## src/hw/tlb_defines.svh

```systemverilog
`ifndef TLB_DEFINES_SVH
`define TLB_DEFINES_SVH

// tlb geometry
`define TLB_ENTRIES 4
`define TLB_IDX_W 2

// address layout
`define VA_W 32
`define PAGE_OFS_W 12

// entry field widths
`define VPN2_W 19
`define PFN_W 20
`define ASID_W 8

// va[31:30] for kseg0 and kseg1
`define SEG_UNMAPPED_TOP 2

// va[31:29] for kseg1, the uncached window
`define SEG_KSEG1 5

`endif

```

## src/hw/tlb_pkg.sv

```systemverilog
`include "tlb_defines.svh"

package tlb_pkg;

	// data port access opcode
	typedef enum logic {
		acc_load  = 1'b0,
		acc_store = 1'b1
	} access_kind_e;

	// one tlb entry, even page pair in pfn0, odd page in pfn1
	typedef struct packed {
		logic [`VPN2_W-1:0] vpn2;
		logic [`ASID_W-1:0] asid;
		logic               g;
		logic [`PFN_W-1:0]  pfn0;
		logic               d0;
		logic               v0;
		logic [`PFN_W-1:0]  pfn1;
		logic               d1;
		logic               v1;
	} tlb_entry_t;

	// lookup request from the data port
	typedef struct packed {
		logic [`VA_W-1:0]   va;
		logic [`ASID_W-1:0] asid;
		access_kind_e       kind;
	} lookup_req_t;

	// request after segment classification
	// va already holds the physical address when unmapped
	typedef struct packed {
		logic               valid;
		logic [`VA_W-1:0]   va;
		logic [`ASID_W-1:0] asid;
		access_kind_e       kind;
		logic               mapped;
		logic               uncache;
	} seg_stage_t;

	// per entry compare result, page already picked by va[12]
	typedef struct packed {
		logic              hit;
		logic [`PFN_W-1:0] pfn;
		logic              v;
		logic              d;
	} entry_match_t;

	// translated result with fault flags
	typedef struct packed {
		logic [`VA_W-1:0]      pa;
		logic                  miss;
		logic                  invalid;
		logic                  modify;
		logic                  uncache;
		logic                  mapped;
		logic [`TLB_IDX_W-1:0] index;
	} tlb_result_t;

endpackage

```

## src/hw/addr_segment_map.sv

```systemverilog
`timescale 1ns/1ps
`include "tlb_defines.svh"

module addr_segment_map
	import tlb_pkg::*;
(
	input  logic        aclk,
	input  logic        rst,
	input  logic        lookup_valid,
	input  lookup_req_t req,
	output seg_stage_t  stage
);

	logic             unmapped;
	logic             uncache;
	logic [`VA_W-1:0] va_xlat;

	// kseg0 and kseg1 share the top two bits
	assign unmapped = (req.va[`VA_W-1 -: 2] == 2'(`SEG_UNMAPPED_TOP));

	// kseg1 bypasses the cache
	assign uncache = (req.va[`VA_W-1 -: 3] == 3'(`SEG_KSEG1));

	// unmapped windows drop the top three bits
	always_comb begin
		if (unmapped) begin
			va_xlat = {3'b000, req.va[`VA_W-4:0]};
		end else begin
			va_xlat = req.va;
		end
	end

	always_ff @(posedge aclk) begin
		if (!rst) begin
			stage.valid <= 1'b0;
		end else begin
			stage.valid <= lookup_valid;
		end
		// payload only moves with a request
		if (lookup_valid) begin
			stage.va      <= va_xlat;
			stage.asid    <= req.asid;
			stage.kind    <= req.kind;
			stage.mapped  <= ~unmapped;
			stage.uncache <= uncache;
		end
	end

endmodule

```

## src/hw/tlb_entry.sv

```systemverilog
`timescale 1ns/1ps
`include "tlb_defines.svh"

module tlb_entry
	import tlb_pkg::*;
#(
	parameter int ENTRY_ID = 0
) (
	input  logic                  aclk,
	input  logic                  rst,
	input  logic                  tlb_we,
	input  logic [`TLB_IDX_W-1:0] wr_index,
	input  tlb_entry_t            wr_entry,
	input  seg_stage_t            stage,
	output entry_match_t          match
);

	tlb_entry_t         ent;
	logic               wr_sel;
	logic [`VPN2_W-1:0] va_vpn2;
	logic               vpn_eq;
	logic               asid_eq;
	logic               odd_page;

	// tlbwi style write by index
	assign wr_sel = tlb_we && (wr_index == `TLB_IDX_W'(ENTRY_ID));

	always_ff @(posedge aclk) begin
		if (!rst) begin
			ent <= '0;
		end else if (wr_sel) begin
			ent <= wr_entry;
		end
	end

	assign va_vpn2  = stage.va[`VA_W-1 -: `VPN2_W];
	assign odd_page = stage.va[`PAGE_OFS_W];

	assign vpn_eq  = (ent.vpn2 == va_vpn2);
	assign asid_eq = (ent.asid == stage.asid);

	// global entries ignore the asid
	assign match.hit = stage.valid && stage.mapped && vpn_eq && (ent.g || asid_eq);

	// even or odd half of the page pair
	always_comb begin
		if (odd_page) begin
			match.pfn = ent.pfn1;
			match.v   = ent.v1;
			match.d   = ent.d1;
		end else begin
			match.pfn = ent.pfn0;
			match.v   = ent.v0;
			match.d   = ent.d0;
		end
	end

endmodule

```

## src/hw/tlb_hit_resolve.sv

```systemverilog
`timescale 1ns/1ps
`include "tlb_defines.svh"

module tlb_hit_resolve
	import tlb_pkg::*;
(
	input  logic         aclk,
	input  logic         rst,
	input  seg_stage_t   stage,
	input  entry_match_t match [`TLB_ENTRIES],
	output logic         result_valid,
	output tlb_result_t  result
);

	logic                  any_hit;
	logic [`TLB_IDX_W-1:0] hit_idx;
	entry_match_t          sel;
	logic                  is_store;
	tlb_result_t           res_nxt;

	// priority pick, scanning down so the lowest index wins
	always_comb begin
		any_hit = 1'b0;
		hit_idx = '0;
		sel     = '0;
		for (int i = `TLB_ENTRIES - 1; i >= 0; i--) begin
			if (match[i].hit) begin
				any_hit = 1'b1;
				hit_idx = `TLB_IDX_W'(i);
				sel     = match[i];
			end
		end
	end

	assign is_store = (stage.kind == acc_store);

	always_comb begin
		res_nxt         = '0;
		res_nxt.mapped  = stage.mapped;
		res_nxt.uncache = stage.uncache;
		if (!stage.mapped) begin
			// already translated in the segment stage
			res_nxt.pa = stage.va;
		end else if (!any_hit) begin
			res_nxt.miss = 1'b1;
		end else if (!sel.v) begin
			res_nxt.invalid = 1'b1;
		end else begin
			res_nxt.pa     = {sel.pfn, stage.va[`PAGE_OFS_W-1:0]};
			res_nxt.index  = hit_idx;
			// store to a clean page
			res_nxt.modify = is_store && !sel.d;
		end
	end

	always_ff @(posedge aclk) begin
		if (!rst) begin
			result_valid <= 1'b0;
		end else begin
			result_valid <= stage.valid;
		end
		if (stage.valid) begin
			result <= res_nxt;
		end
	end

endmodule

```

## src/hw/tlb_mmu.sv

```systemverilog
`timescale 1ns/1ps
`include "tlb_defines.svh"

module tlb_mmu
	import tlb_pkg::*;
(
	input  logic                  aclk,
	input  logic                  rst,
	input  logic                  lookup_valid,
	input  lookup_req_t           req,
	input  logic                  tlb_we,
	input  logic [`TLB_IDX_W-1:0] wr_index,
	input  tlb_entry_t            wr_entry,
	output logic                  result_valid,
	output tlb_result_t           result
);

	seg_stage_t   stage;
	entry_match_t match_vec [`TLB_ENTRIES];

	// stage 1, segment check and request register
	addr_segment_map u_seg (
		.aclk         (aclk),
		.rst          (rst),
		.lookup_valid (lookup_valid),
		.req          (req),
		.stage        (stage)
	);

	// fully associative compare, one instance per entry
	for (genvar gi = 0; gi < `TLB_ENTRIES; gi++) begin : g_entry
		tlb_entry #(
			.ENTRY_ID (gi)
		) u_entry (
			.aclk     (aclk),
			.rst      (rst),
			.tlb_we   (tlb_we),
			.wr_index (wr_index),
			.wr_entry (wr_entry),
			.stage    (stage),
			.match    (match_vec[gi])
		);
	end

	// stage 2, hit select and fault flags
	tlb_hit_resolve u_resolve (
		.aclk         (aclk),
		.rst          (rst),
		.stage        (stage),
		.match        (match_vec),
		.result_valid (result_valid),
		.result       (result)
	);

endmodule

```

## config.mk

```make
export PLATFORM = sky130hd
export DESIGN_NAME = tlb_mmu
export DESIGN_NICKNAME = d
export VERILOG_FILES = /design/src/hw/tlb_pkg.sv /design/src/hw/addr_segment_map.sv /design/src/hw/tlb_entry.sv /design/src/hw/tlb_hit_resolve.sv /design/src/hw/tlb_mmu.sv
export VERILOG_INCLUDE_DIRS = /design/src /design/src/hw
export SDC_FILE = /design/constraint.sdc
export NUM_CORES = 1
export LEC_CHECK = 0
export ABC_AREA = 1
export BUFFER_PORTS_ARGS = -buffer_cell sky130_fd_sc_hd__buf_2
export CORE_MARGIN = 3
export CORE_UTILIZATION = 45
export DETAILED_ROUTE_END_ITERATION = 6
export GPL_TIMING_DRIVEN = 0
export HOLD_SLACK_MARGIN = 0.12
export PLACE_DENSITY = 0.64
export SLEW_MARGIN = 20
export SYNTH_ARGS = -nofsm -noshare
export SYNTH_HDL_FRONTEND = slang
export SYNTH_SLANG_ARGS = --single-unit
```

## constraint.sdc

```tcl
create_clock -name aclk -period 3.1 [get_ports aclk]
set_input_delay 0.62 -clock aclk [delete_from_list [all_inputs] [get_ports aclk]]
set_output_delay 0.62 -clock aclk [all_outputs]
set_load 0.005 [all_outputs]
```

Word-level counts from Yosys, hierarchy flattened --
Index checks and enable logic that the tools add are counted.
Storage, ports and cells: register bits after elaboration 372, memories kept 0, bits in latches 0, memory bits (writable) 0, input bits 119, word-level logic and storage cells 113, ROM bits 0, output and inout bits 40
Operators by class: add/subtract/negate cells 0, mux-type cells 20, bitwise operators 4, div/mod/pow operators 0, shifts and indexed selects 0, eq/ne operators 13, reduce and logical (&&, ||, !) cells 24, order comparisons 0, multipliers 0
Operator list (count):
- 22-bit two-way mux | 8
- 32-bit two-way mux | 3
- 19-bit == test | 4
- 8-bit == test | 4
- 1-bit logical AND | 14
- 1-bit two-way mux | 7
- 2-bit == test (second input constant) | 3
- 5-bit OR reduction | 1
- 1-bit logical OR | 4
- 2-bit two-way mux | 2
- 1-bit inverter | 4
- 4-bit OR reduction | 1
- 3-bit == test (second input constant) | 1
- 3-bit AND reduction | 1
- 2-bit by 1-bit == test with 1-bit output (second input constant) | 1
- 2-bit zero test | 1
- 2-bit AND reduction | 1
- 1-bit zero test | 1

Depth between registers and ports, before layout --
Gate-level depths: netlist (run 1).
depth in word-level cells 10, gate-level depth with buffers 18, gate-level depth less buffers 16

Cells and area by module --
A second synthesis (run 1) with hierarchy kept.
Second synthesis, totals: cells, all modules 2283, area total of the unflattened synthesis 16839.9 um^2
Modules (own cells, without submodules):
- tlb_entry at g_entry[1].u_entry ... | cells an instance 481, instances 2, sequential area each 1441.4 um^2, area an instance 3256.9 um^2
- tlb_entry at g_entry[3].u_entry | cells an instance 478, instances 1, sequential area each 1441.4 um^2, area an instance 3271.9 um^2
- tlb_entry at g_entry[0].u_entry | cells an instance 481, instances 1, sequential area each 1441.4 um^2, area an instance 3258.1 um^2
- tlb_hit_resolve | cells an instance 308, instances 1, sequential area each 1191.1 um^2, area an instance 2443.6 um^2
- addr_segment_map | cells an instance 54, instances 1, sequential area each 1311.3 um^2, area an instance 1352.5 um^2

Worst setup path after synthesis (run 1) --
OpenSTA, ideal clock, no wires.
path type reg2reg, from reg, netlist name u_seg.stage[43], to reg, netlist name u_resolve.result[10], cell stages (with the launch flop) 13, buffers on the path 1, setup time 0.247 ns, arrival time 2.600 ns, data required time 2.853 ns, period minus slack after synthesis 2.848 ns, path slack 0.252 ns, cells stage by stage dfxtp_1 > nand2_1 > a21oi_1 > nand4_2 > nor2_8 > nand2_4 > nand3_2 > nand2_2 > nand2_4 > nand3_4 > buf_12 > nand2_4 > inv_2

==> flow_metrics.env, run 1 <==
export IMPL_crit_slowest_cell="edfxtp_1"
export IMPL_clock_latency_ps=570
export IMPL_cp_top_family="simple AND/OR/NAND/NOR gates"
export IMPL_hold_slack_ps=226
export IMPL_ys_top_cells_by_area="dfxtp_1, edfxtp_1, o21ai_0, nand2_1, nor2_1"
export IMPL_fin_skew_ps=16.5
export IMPL_hold_start="req[6]"
export IMPL_initial_utilization=0.460
export IMPL_synth_edf_count=82
export IMPL_synth_area_um2=17000
export IMPL_min_path_type="primary input to flip-flop"
export IMPL_rsz0062_at_grt="no"
export IMPL_hold_viol_final=0
export IMPL_min_period_ps=2960
export IMPL_portBuffers=157
export IMPL_drt_iter0_markers=1693
export IMPL_path_cells="inv_2, nand2_1, nand2_1, nor2_1, nand3_1, nor2_1, nand3_1, nor2_4, nand3_2, nand2_2, nand2_4, nand2_4, nand3_1, nand2_1"
export IMPL_areaGrowthSynthToFinish_pct=16.1
export IMPL_dp_hpwl_um=46600
export IMPL_rr_worst_depth=14
export IMPL_cts_buffers=42
export IMPL_required_ps=3510
export IMPL_avgSynthCellArea_um2=7.48
export IMPL_fillers=3630
export IMPL_wl_per_cell_um=20.3
export IMPL_fin_nets=2597
export IMPL_layout_common_cells="nand2_1, nor2_1, o21ai_0, dfxtp_1, inv_1"
export IMPL_maxClockFrequency_mhz=338
export IMPL_synth_top_cell_area_share=0.341
export IMPL_coreArea_um2=37000
export IMPL_rows=70
export IMPL_synth_distinct_cells=39
export IMPL_io_pin_count=159
export IMPL_synth_ff_type="dfxtp_1"
export IMPL_place_gp_congestion=0.986
export IMPL_slew_violations=0
export IMPL_grt_pass1_vias=15100
export IMPL_tightest_slew_ps=905
export IMPL_fp_dieH_um=200
export IMPL_slew_headroom=0.397
export IMPL_synthesis_nets=2392
export IMPL_final_antenna_net_count=0
export IMPL_final_common_cell="nand2_1"
export IMPL_antenna_found_initial=3
export IMPL_async_flop_share=0
export IMPL_synth_ff_latch_count=372
export IMPL_post_route_period_util=0.954
export IMPL_crit_type="flip-flop to flip-flop"
export IMPL_crit_fanout=6
export IMPL_dieArea_um2=40200
export IMPL_die_width_um=200
export IMPL_instances_no_fill=3012
export IMPL_grt_overflow_total=0
export IMPL_worstPathArrival_ps=3360
export IMPL_grt_usage=0.296
export IMPL_placed_cells=2935
export IMPL_rrSetupSlack_ps=140
export IMPL_power_density_nw_per_um2=578
export IMPL_hold_depth=1
export IMPL_clock_sinks=372
export IMPL_yosysWarnings=0
export IMPL_synth_top_area_cell="dfxtp_1"
export IMPL_totalWireLength_um=61200
export IMPL_drive_gt1_frac=0.134
export IMPL_r2r_start="u_seg.stage[29]"
export IMPL_drtPass1Iterations=5
export IMPL_critPathBufInv=1
export IMPL_multi_input_area_um2=7280
export IMPL_hold_end="u_seg.stage[8]"
export IMPL_drc_errors=0
export IMPL_p_leak_nw=8.32
export IMPL_status="completed"
export IMPL_cpPeakStageDelay_ps=570
export IMPL_cts_root_buf="clkbuf_16"
export IMPL_syn_inst=2273
export IMPL_grt_max_degree=45
export IMPL_grt_pass1_wl_um=91200
export IMPL_cts_max_path_buffers=3
export IMPL_setup_viol_count_final=0
export IMPL_peakVddDrop_v=0.000364
export IMPL_end_kind="flip-flop"
export IMPL_vias_per_cell=5.38
export IMPL_ctsHoldBuffers=0
export IMPL_cts_tree="built"
export IMPL_start_kind="flip-flop"
export IMPL_regArea_um2=8270
export IMPL_dr_total_vias=16200
export IMPL_clkSlewWorstSetupHoldPaths_ps=60
export IMPL_reg2reg_to="u_resolve.result[20]"
export IMPL_htreeDepth=2
export IMPL_max_cap_violations=0
export IMPL_ys_seq_area_frac=0.486
## report_power, final
group          internal, mW  leakage (nW)  switching [mW]
clock                  2.66         0.618            1.99
combinational         0.438          4.56           0.918
sequential             5.24          3.14           0.177
total                  8.34          8.32            3.08
## logic make-up after synthesis
kind of cell,share of synthesized area
compound gates,0.161
xor+xnor,0.0206
buf+inv,0.0869
flops,0.486
mux,0.0124
simple gates,0.233
## state kept, by name, indices dropped and copies added, names as in the netlist
signal and flops:
u_resolve.result_valid 1, g_entry.u_entry.ent 288, u_resolve.result 39, u_seg.stage 44
## cell usage after synthesis, types with 4 or more instances
cell / n
a21oi_1: 194
buf_2: 21
buf_4: 6
clkbuf_1: 103
dfxtp_1: 290
edfxtp_1: 82
inv_1: 203
inv_2: 33
mux2i_1: 21
nand2_1: 390
nand2_2: 7
nand2_4: 15
nand3_1: 63
nand3_2: 12
nand4_1: 35
nor2_1: 370
nor2_2: 4
nor3_1: 6
o211ai_1: 5
o21ai_0: 329
o21ai_1: 13
or2_2: 8
xnor2_1: 27
xor2_1: 13
## how the worst max path moves through the flow
stage / from / end / slack, ps / cells past startpoint
floorplan: u_seg.stage[43] / u_resolve.result[10] / 250 / 12
global placement: u_seg.stage[43] / u_resolve.result[20] / -1070 / 11
detailed placement: u_seg.stage[43] / u_resolve.result[37] / 90 / 14
CTS: u_seg.stage[43] / u_resolve.result[37] / 60 / 14
global route: u_seg.stage[29] / u_resolve.result[22] / 50 / 15
finish: u_seg.stage[29] / u_resolve.result[20] / 140 / 14
## worst register-to-register path: cells and delay by family (launching register included)
family	cells	cell delay, ps
flops	1	570
simple gates	13	2100
buf+inv	1	150
## stage by stage
| stage | setup WS [ps] | cell area (um2) | setup TNS [ps] | utilization | power [mW] |
|---|---|---|---|---|---|
| after detailed placement | 88.4 | 18500 | 0 | 0.499 | 6.84 |
| after global routing | 46.7 | 19700 | 0 | 0.534 | 11.9 |
| after CTS | 60.2 | 19700 | 0 | 0.533 | 11.5 |
| final | 143 | 19700 | 0 | 0.534 | 11.4 |
| after global placement | -1070 | 18400 | -32840 | 0.499 | 6.81 |
| after floorplan | 252 | 17000 | 0 | - | 6.26 |
## what timing repair did
item,CTS,global route
gates resized for setup,0,4
endpoints found under the setup margin,0,21
buffers inserted,0,3
## metal layers
metal  vias up  part of all wire  GRT usage
li1       7741                 -          -
met5         -           0.00031          0
met4         4             0.033     0.0984
met3       129              0.10     0.0757
met1      7546              0.45      0.426
met2       781              0.42      0.435
## layout make-up
cell class              count  share of cell area
plain buffers             135              0.0298
multi-input cells        1529               0.369
flip-flops and latches    372               0.419
clock buffers              61              0.0604
inverters                 237              0.0450
well taps                 504              0.0319
repair buffers            161              0.0421
diodes                      1            0.000127
clock inverters            12             0.00317
(Power assumes the default switching activity.)
==> inputs of run 2 (changes only) <==
==> constraint.sdc (replaced) <==
create_clock -name aclk -period 3.1 [get_ports aclk]
set_input_delay 0.31 -clock aclk [delete_from_list [all_inputs] [get_ports aclk]]
set_output_delay 0.31 -clock aclk [all_outputs]
set_load 0.005 [all_outputs]
==> flow_metrics.env, run 2 (synthesized netlist as in run 1, its figures left out) <==
export IMPL_clock_latency_ps=570
export IMPL_cts_max_path_buffers=3
export IMPL_status="completed"
export IMPL_antenna_found_initial=1
export IMPL_dp_hpwl_um=46600
export IMPL_io_pin_count=159
export IMPL_totalWireLength_um=62600
export IMPL_min_period_ps=2910
export IMPL_clkSlewWorstSetupHoldPaths_ps=60
export IMPL_post_route_period_util=0.940
export IMPL_dieArea_um2=40200
export IMPL_portBuffers=157
export IMPL_antennaDiodeCount=0
export IMPL_initial_utilization=0.460
export IMPL_cts_tree="built"
export IMPL_grt_max_degree=45
export IMPL_worstPathArrival_ps=3340
export IMPL_slew_violations=0
export IMPL_setup_viol_count_final=0
export IMPL_final_antenna_net_count=0
export IMPL_vias_per_cell=5.31
export IMPL_dr_total_vias=16600
export IMPL_maxClockFrequency_mhz=343
export IMPL_end_kind="flip-flop"
export IMPL_fin_skew_ps=15.7
export IMPL_min_path_type="primary input to flip-flop"
export IMPL_top_register="g_entry.u_entry.ent"
export IMPL_fin_ws_ps=187
export IMPL_drc_errors=0
export IMPL_final_common_cell="nand2_1"
export IMPL_clock_sinks=372
export IMPL_max_cap_violations=0
export IMPL_drtPass1Iterations=5
export IMPL_place_gp_congestion=0.986
export IMPL_cts_buffers=42
export IMPL_grt_pass1_wl_um=93900
export IMPL_grt_usage=0.304
export IMPL_drive_gt1_frac=0.128
export IMPL_largest_reg_flops=288
export IMPL_cts_root_buf="clkbuf_16"
export IMPL_crit_fanout=10
export IMPL_fin_nets=2708
export IMPL_hold_slack_ps=166
export IMPL_grt_overflow_total=0
export IMPL_areaGrowthSynthToFinish_pct=22.6
export IMPL_top_regs="g_entry.u_entry.ent x288, u_seg.stage x44, u_resolve.result x39"
export IMPL_tightest_slew_ps=943
export IMPL_p_leak_nw=8.78
export IMPL_crit_type="flip-flop to flip-flop"
export IMPL_rows=70
export IMPL_drt_iter0_markers=1777
export IMPL_coreArea_um2=37000
export IMPL_power_density_nw_per_um2=554
export IMPL_wl_per_cell_um=20.1
export IMPL_die_width_um=200
export IMPL_peakVddDrop_v=0.000374
export IMPL_layout_common_cells="nand2_1, nor2_1, o21ai_0, dfxtp_1, inv_1"
export IMPL_start_kind="flip-flop"
export IMPL_required_ps=3530
export IMPL_fp_dieH_um=200
export IMPL_htreeDepth=2
export IMPL_hold_viol_final=0
export IMPL_dp_worst_setup_slack_ps=88.4
export IMPL_slew_headroom=0.371
export IMPL_grt_pass1_vias=15800
export IMPL_rsz0062_at_grt="no"
==> run 2: changes by cell type in the layout (fill, tap and decap cells not counted), sizes merged <==
| cell | change |
|---|---|
| diode | -1 |
| buf | -1 |
| dlygate4sd3 | +112 |
==> run 2: where the power goes <==
group / internal (mW) / switching [mW] / total [mW]
sequential: 5.24 / 0.178 / 5.42
clock: 2.66 / 2.00 / 4.66
combinational: 0.529 / 0.942 / 1.47
total: 8.43 / 3.12 / 11.6
==> run 2: layout make-up <==
class | instances | area [um2]
flip-flops and latches | 372 | 8270
inverters | 237 | 890
plain buffers | 135 | 588
clock inverters | 12 | 62.6
multi-input cells | 1529 | 7280
clock buffers | 61 | 1190
fillers | 3539 | 16100
well taps | 504 | 631
repair buffers | 272 | 1940
==> run 2: critical path: stages, from the launching register on <==
cell and delay (ps):
edfxtp_1 570, inv_2 150, nand2_1 100, nand2_1 50, nor2_1 80, nand3_1 70
nor2_1 320, nand3_1 280, nor2_4 290, buf_4 240, nand3_1 90, nand2_1 90
nand2_1 50, nand2_1 100, nand3_2 170, nand2_1 100
==> run 2: what timing repair did <==
item | 4_1_cts | 5_1_grt
gates resized for setup | 0 | 4
hold endpoints to repair | 287 | 0
hold buffers | 112 | 0
setup endpoints to repair | 0 | 21
setup buffers | 0 | 2
==> run 2: per-layer routing <==
layer	part of all wire	global-route usage	wire, um	vias to the layer above
li1	-	-	-	7963
met1	0.44	0.430	27600	7671
met2	0.42	0.458	26500	805
met3	0.10	0.0735	6420	134
met4	0.033	0.100	2040	2
met5	0.00016	0	10	-
==> run 2: worst paths after layout <==
check        cells past startpoint                    endpoint             from  slack (ps)
min                              3  g_entry[3].u_entry.ent[66]     wr_entry[66]         170
max                             15        u_resolve.result[22]  u_seg.stage[29]         190
min reg2reg                      0         u_resolve.result[3]   u_seg.stage[0]         440
max reg2reg                     15        u_resolve.result[22]  u_seg.stage[29]         190
==> run 2: per-stage QoR <==
stage | cells | total power [mW] | setup TNS (ps) | util | cell area, um2
finish | 3122 | 11.6 | 0 | 0.564 | 20900
global route | 3122 | 12.0 | 0 | 0.564 | 20900
CTS | 3120 | 11.6 | 0 | 0.564 | 20800
detailed placement | 2935 | 6.84 | 0 | 0.499 | 18500
global placement | 2934 | 6.81 | -32840 | 0.499 | 18400
floorplan | 2273 | 6.26 | 0 | - | 17000
==> inputs of run 3 (changes only) <==
--- a/config.mk
+++ b/config.mk
@@ -17,4 +17,5 @@
 export SLEW_MARGIN = 20
 export SYNTH_ARGS = -nofsm -noshare
 export SYNTH_HDL_FRONTEND = slang
+export SYNTH_HIERARCHICAL = 1
 export SYNTH_SLANG_ARGS = --single-unit
==> constraint.sdc (replaced) <==
create_clock -name aclk -period 3.1 [get_ports aclk]
set_input_delay 0.31 -clock aclk [delete_from_list [all_inputs] [get_ports aclk]]
set_output_delay 0.31 -clock aclk [all_outputs]
set_load 0.02 [all_outputs]
==> flow_metrics.env, run 3 <==
export IMPL_power_density_nw_per_um2=587
export IMPL_hold_viol_final=0
export IMPL_dieArea_um2=39800
export IMPL_p_leak_nw=9.07
export IMPL_layout_common_cells="nand2_1, nor2_1, inv_1, dfxtp_1, o21ai_0"
export IMPL_tightest_slew_ps=872
export IMPL_required_ps=3500
export IMPL_synth_most_common_cell="nand2_1"
export IMPL_status="completed"
export IMPL_drt_iter0_markers=1781
export IMPL_cp_common_cell="nand2_1"
export IMPL_synth_top_area_cell="dfxtp_1"
export IMPL_grt_pass1_wl_um=90300
export IMPL_grt_max_degree=45
export IMPL_place_gp_congestion=0.954
export IMPL_rrSetupSlack_ps=80
export IMPL_cpPeakStageDelay_ps=600
export IMPL_io_pin_count=159
export IMPL_initial_utilization=0.458
export IMPL_fin_tns_setup_ps=0
export IMPL_maxClockFrequency_mhz=331
export IMPL_fillers=3489
export IMPL_crit_fanout=10
export IMPL_clock_latency_ps=560
export IMPL_ys_seq_area_frac=0.491
export IMPL_dp_hpwl_um=42700
export IMPL_ys_top_cells_by_count="nand2_1, nor2_1, inv_1"
export IMPL_p_total_mw=12.3
export IMPL_die_width_um=199
export IMPL_slew_headroom=0.419
export IMPL_hold_slack_ps=166
export IMPL_post_route_period_util=0.976
export IMPL_stdcell_area_um2=21000
export IMPL_regArea_um2=8270
export IMPL_drive_gt1_frac=0.132
export IMPL_top_register="g_entry.u_entry/ent"
export IMPL_yosysWarnings=6
export IMPL_min_path_type="primary input to flip-flop"
export IMPL_cp_top_family="simple AND/OR/NAND/NOR gates"
export IMPL_top_regs="g_entry.u_entry/ent x288, u_seg/stage x44, u_resolve/result x39"
export IMPL_final_antenna_net_count=0
export IMPL_path_cells="nand2_1, nand2_1, nor2_1, nand2_1, nor2_1, nand3_1, nor2_2, buf_2, a21oi_1, nand2_1, nand2_1, a21oi_1, nand2_1, nand2_1"
export IMPL_grt_usage=0.303
export IMPL_synth_top_cell_area_share=0.345
export IMPL_drtPass1Iterations=6
export IMPL_async_flop_share=0
export IMPL_dpl_instance_area_um2=18200
export IMPL_dr_total_vias=16400
export IMPL_grt_pass1_vias=15100
export IMPL_rsz0062_at_grt="no"
export IMPL_worstPathArrival_ps=3420
export IMPL_multi_input_area_um2=6620
export IMPL_rows=70
export IMPL_htreeDepth=2
export IMPL_coreArea_um2=36800
export IMPL_cts_max_path_buffers=3
export IMPL_setup_viol_count_final=0
export IMPL_ys_top_cells_by_area="dfxtp_1, edfxtp_1, nand2_1, o21ai_0, nor2_1"
export IMPL_syn_inst=2283
export IMPL_clock_sinks=372
export IMPL_fin_nets=2729
export IMPL_crit_type="flip-flop to flip-flop"
export IMPL_drc_errors=0
export IMPL_portBuffers=158
export IMPL_synthesis_nets=2402
export IMPL_grt_overflow_total=0
export IMPL_largest_reg_flops=288
export IMPL_totalWireLength_um=61400
export IMPL_avgSynthCellArea_um2=7.38
export IMPL_wl_per_cell_um=19.7
export IMPL_cts_tree="built"
export IMPL_fin_skew_ps=11.7
export IMPL_peakVddDrop_v=0.000480
export IMPL_cts_root_buf="clkbuf_16"
export IMPL_clkSlewWorstSetupHoldPaths_ps=60
export IMPL_end_kind="flip-flop"
export IMPL_fp_dieH_um=199
export IMPL_critPathBufInv=1
export IMPL_antenna_found_initial=1
export IMPL_synth_distinct_cells=30
export IMPL_areaGrowthSynthToFinish_pct=24.6
export IMPL_synth_ff_type="dfxtp_1"
export IMPL_max_cap_violations=0
export IMPL_final_common_cell="nand2_1"
export IMPL_start_kind="flip-flop"
export IMPL_cts_buffers=41
export IMPL_vias_per_cell=5.27
export IMPL_synth_ff_latch_count=372
export IMPL_synth_area_um2=16800
export IMPL_synth_edf_count=82
export IMPL_crit_slowest_cell="edfxtp_1"
export IMPL_min_period_ps=3020
export IMPL_slew_violations=0
[run 3: cell types whose count changed after synthesis, sizes merged, moves of 21 or more]
cell and delta:
a21oi +30, nand2 +58, mux2i -21, o21ai +52
nand3 -57, nand4 -35, nor2 -49, inv +61
buf +36, clkbuf -39
[run 3: layer usage]
layer  vias to the layer above  global-route usage  wire length [um]
met5                         -                   0                 0
li1                       7900                   -                 -
met1                      7470               0.424             26200
met3                       153              0.0661              6350
met4                         0               0.116              2530
met2                       863               0.462             26300
[run 3: tightest hold or removal path: stages]
cell,delay (ps)
buf_2,160
o21ai_0,160
a21oi_1,40
[run 3: power by group]
part | switching (mW) | leakage, nW | internal (mW) | total (mW)
Sequential | 0.192 | 3.14 | 5.24 | 5.43
Clock | 2.05 | 0.732 | 3.41 | 5.46
Combinational | 0.903 | 5.20 | 0.516 | 1.42
[run 3: kinds of logic after synthesis]
| logic type | share of synthesized area |
|---|---|
| xor+xnor | 0.0104 |
| buf+inv | 0.117 |
| compound gates | 0.190 |
| simple gates | 0.192 |
| flops | 0.491 |
[run 3: path summary, 6_finish.rpt]
check                  start                         end  depth (start not counted)
max          u_seg/stage[26]        u_resolve/result[28]                         14
max reg2reg  u_seg/stage[26]        u_resolve/result[28]                         14
min             wr_entry[22]  g_entry[0].u_entry/ent[22]                          3
min reg2reg   u_seg/stage[0]         u_resolve/result[3]                          0
[run 3: what timing repair did]
| item | CTS | global route |
|---|---|---|
| setup buffers | 0 | 11 |
| hold buffers | 114 | 0 |
| resized for setup | 2 | 6 |
| setup endpoints to repair | 8 | 22 |
| cloned | 0 | 0 |
| hold endpoints to repair | 300 | 0 |
[run 3: area by class of cell]
cell class / instances / area share
flip-flops and latches: 372 / 0.394
multi-input cells: 1481 / 0.315
repair buffers: 284 / 0.0971
clock buffers: 55 / 0.0558
inverters: 298 / 0.0534
plain buffers: 132 / 0.0401
well taps: 468 / 0.0279
clock inverters: 21 / 0.0159
diodes: 1 / 0.000119
[run 3: through the flow]
stage               std cells   util  setup WS, ps
floorplan                2283      -           298
global placement         2909  0.495          -997
detailed placement       2910  0.496         -62.0
CTS                      3100  0.568         -2.48
global route             3112  0.570          5.56
finish                   3112  0.570          75.7
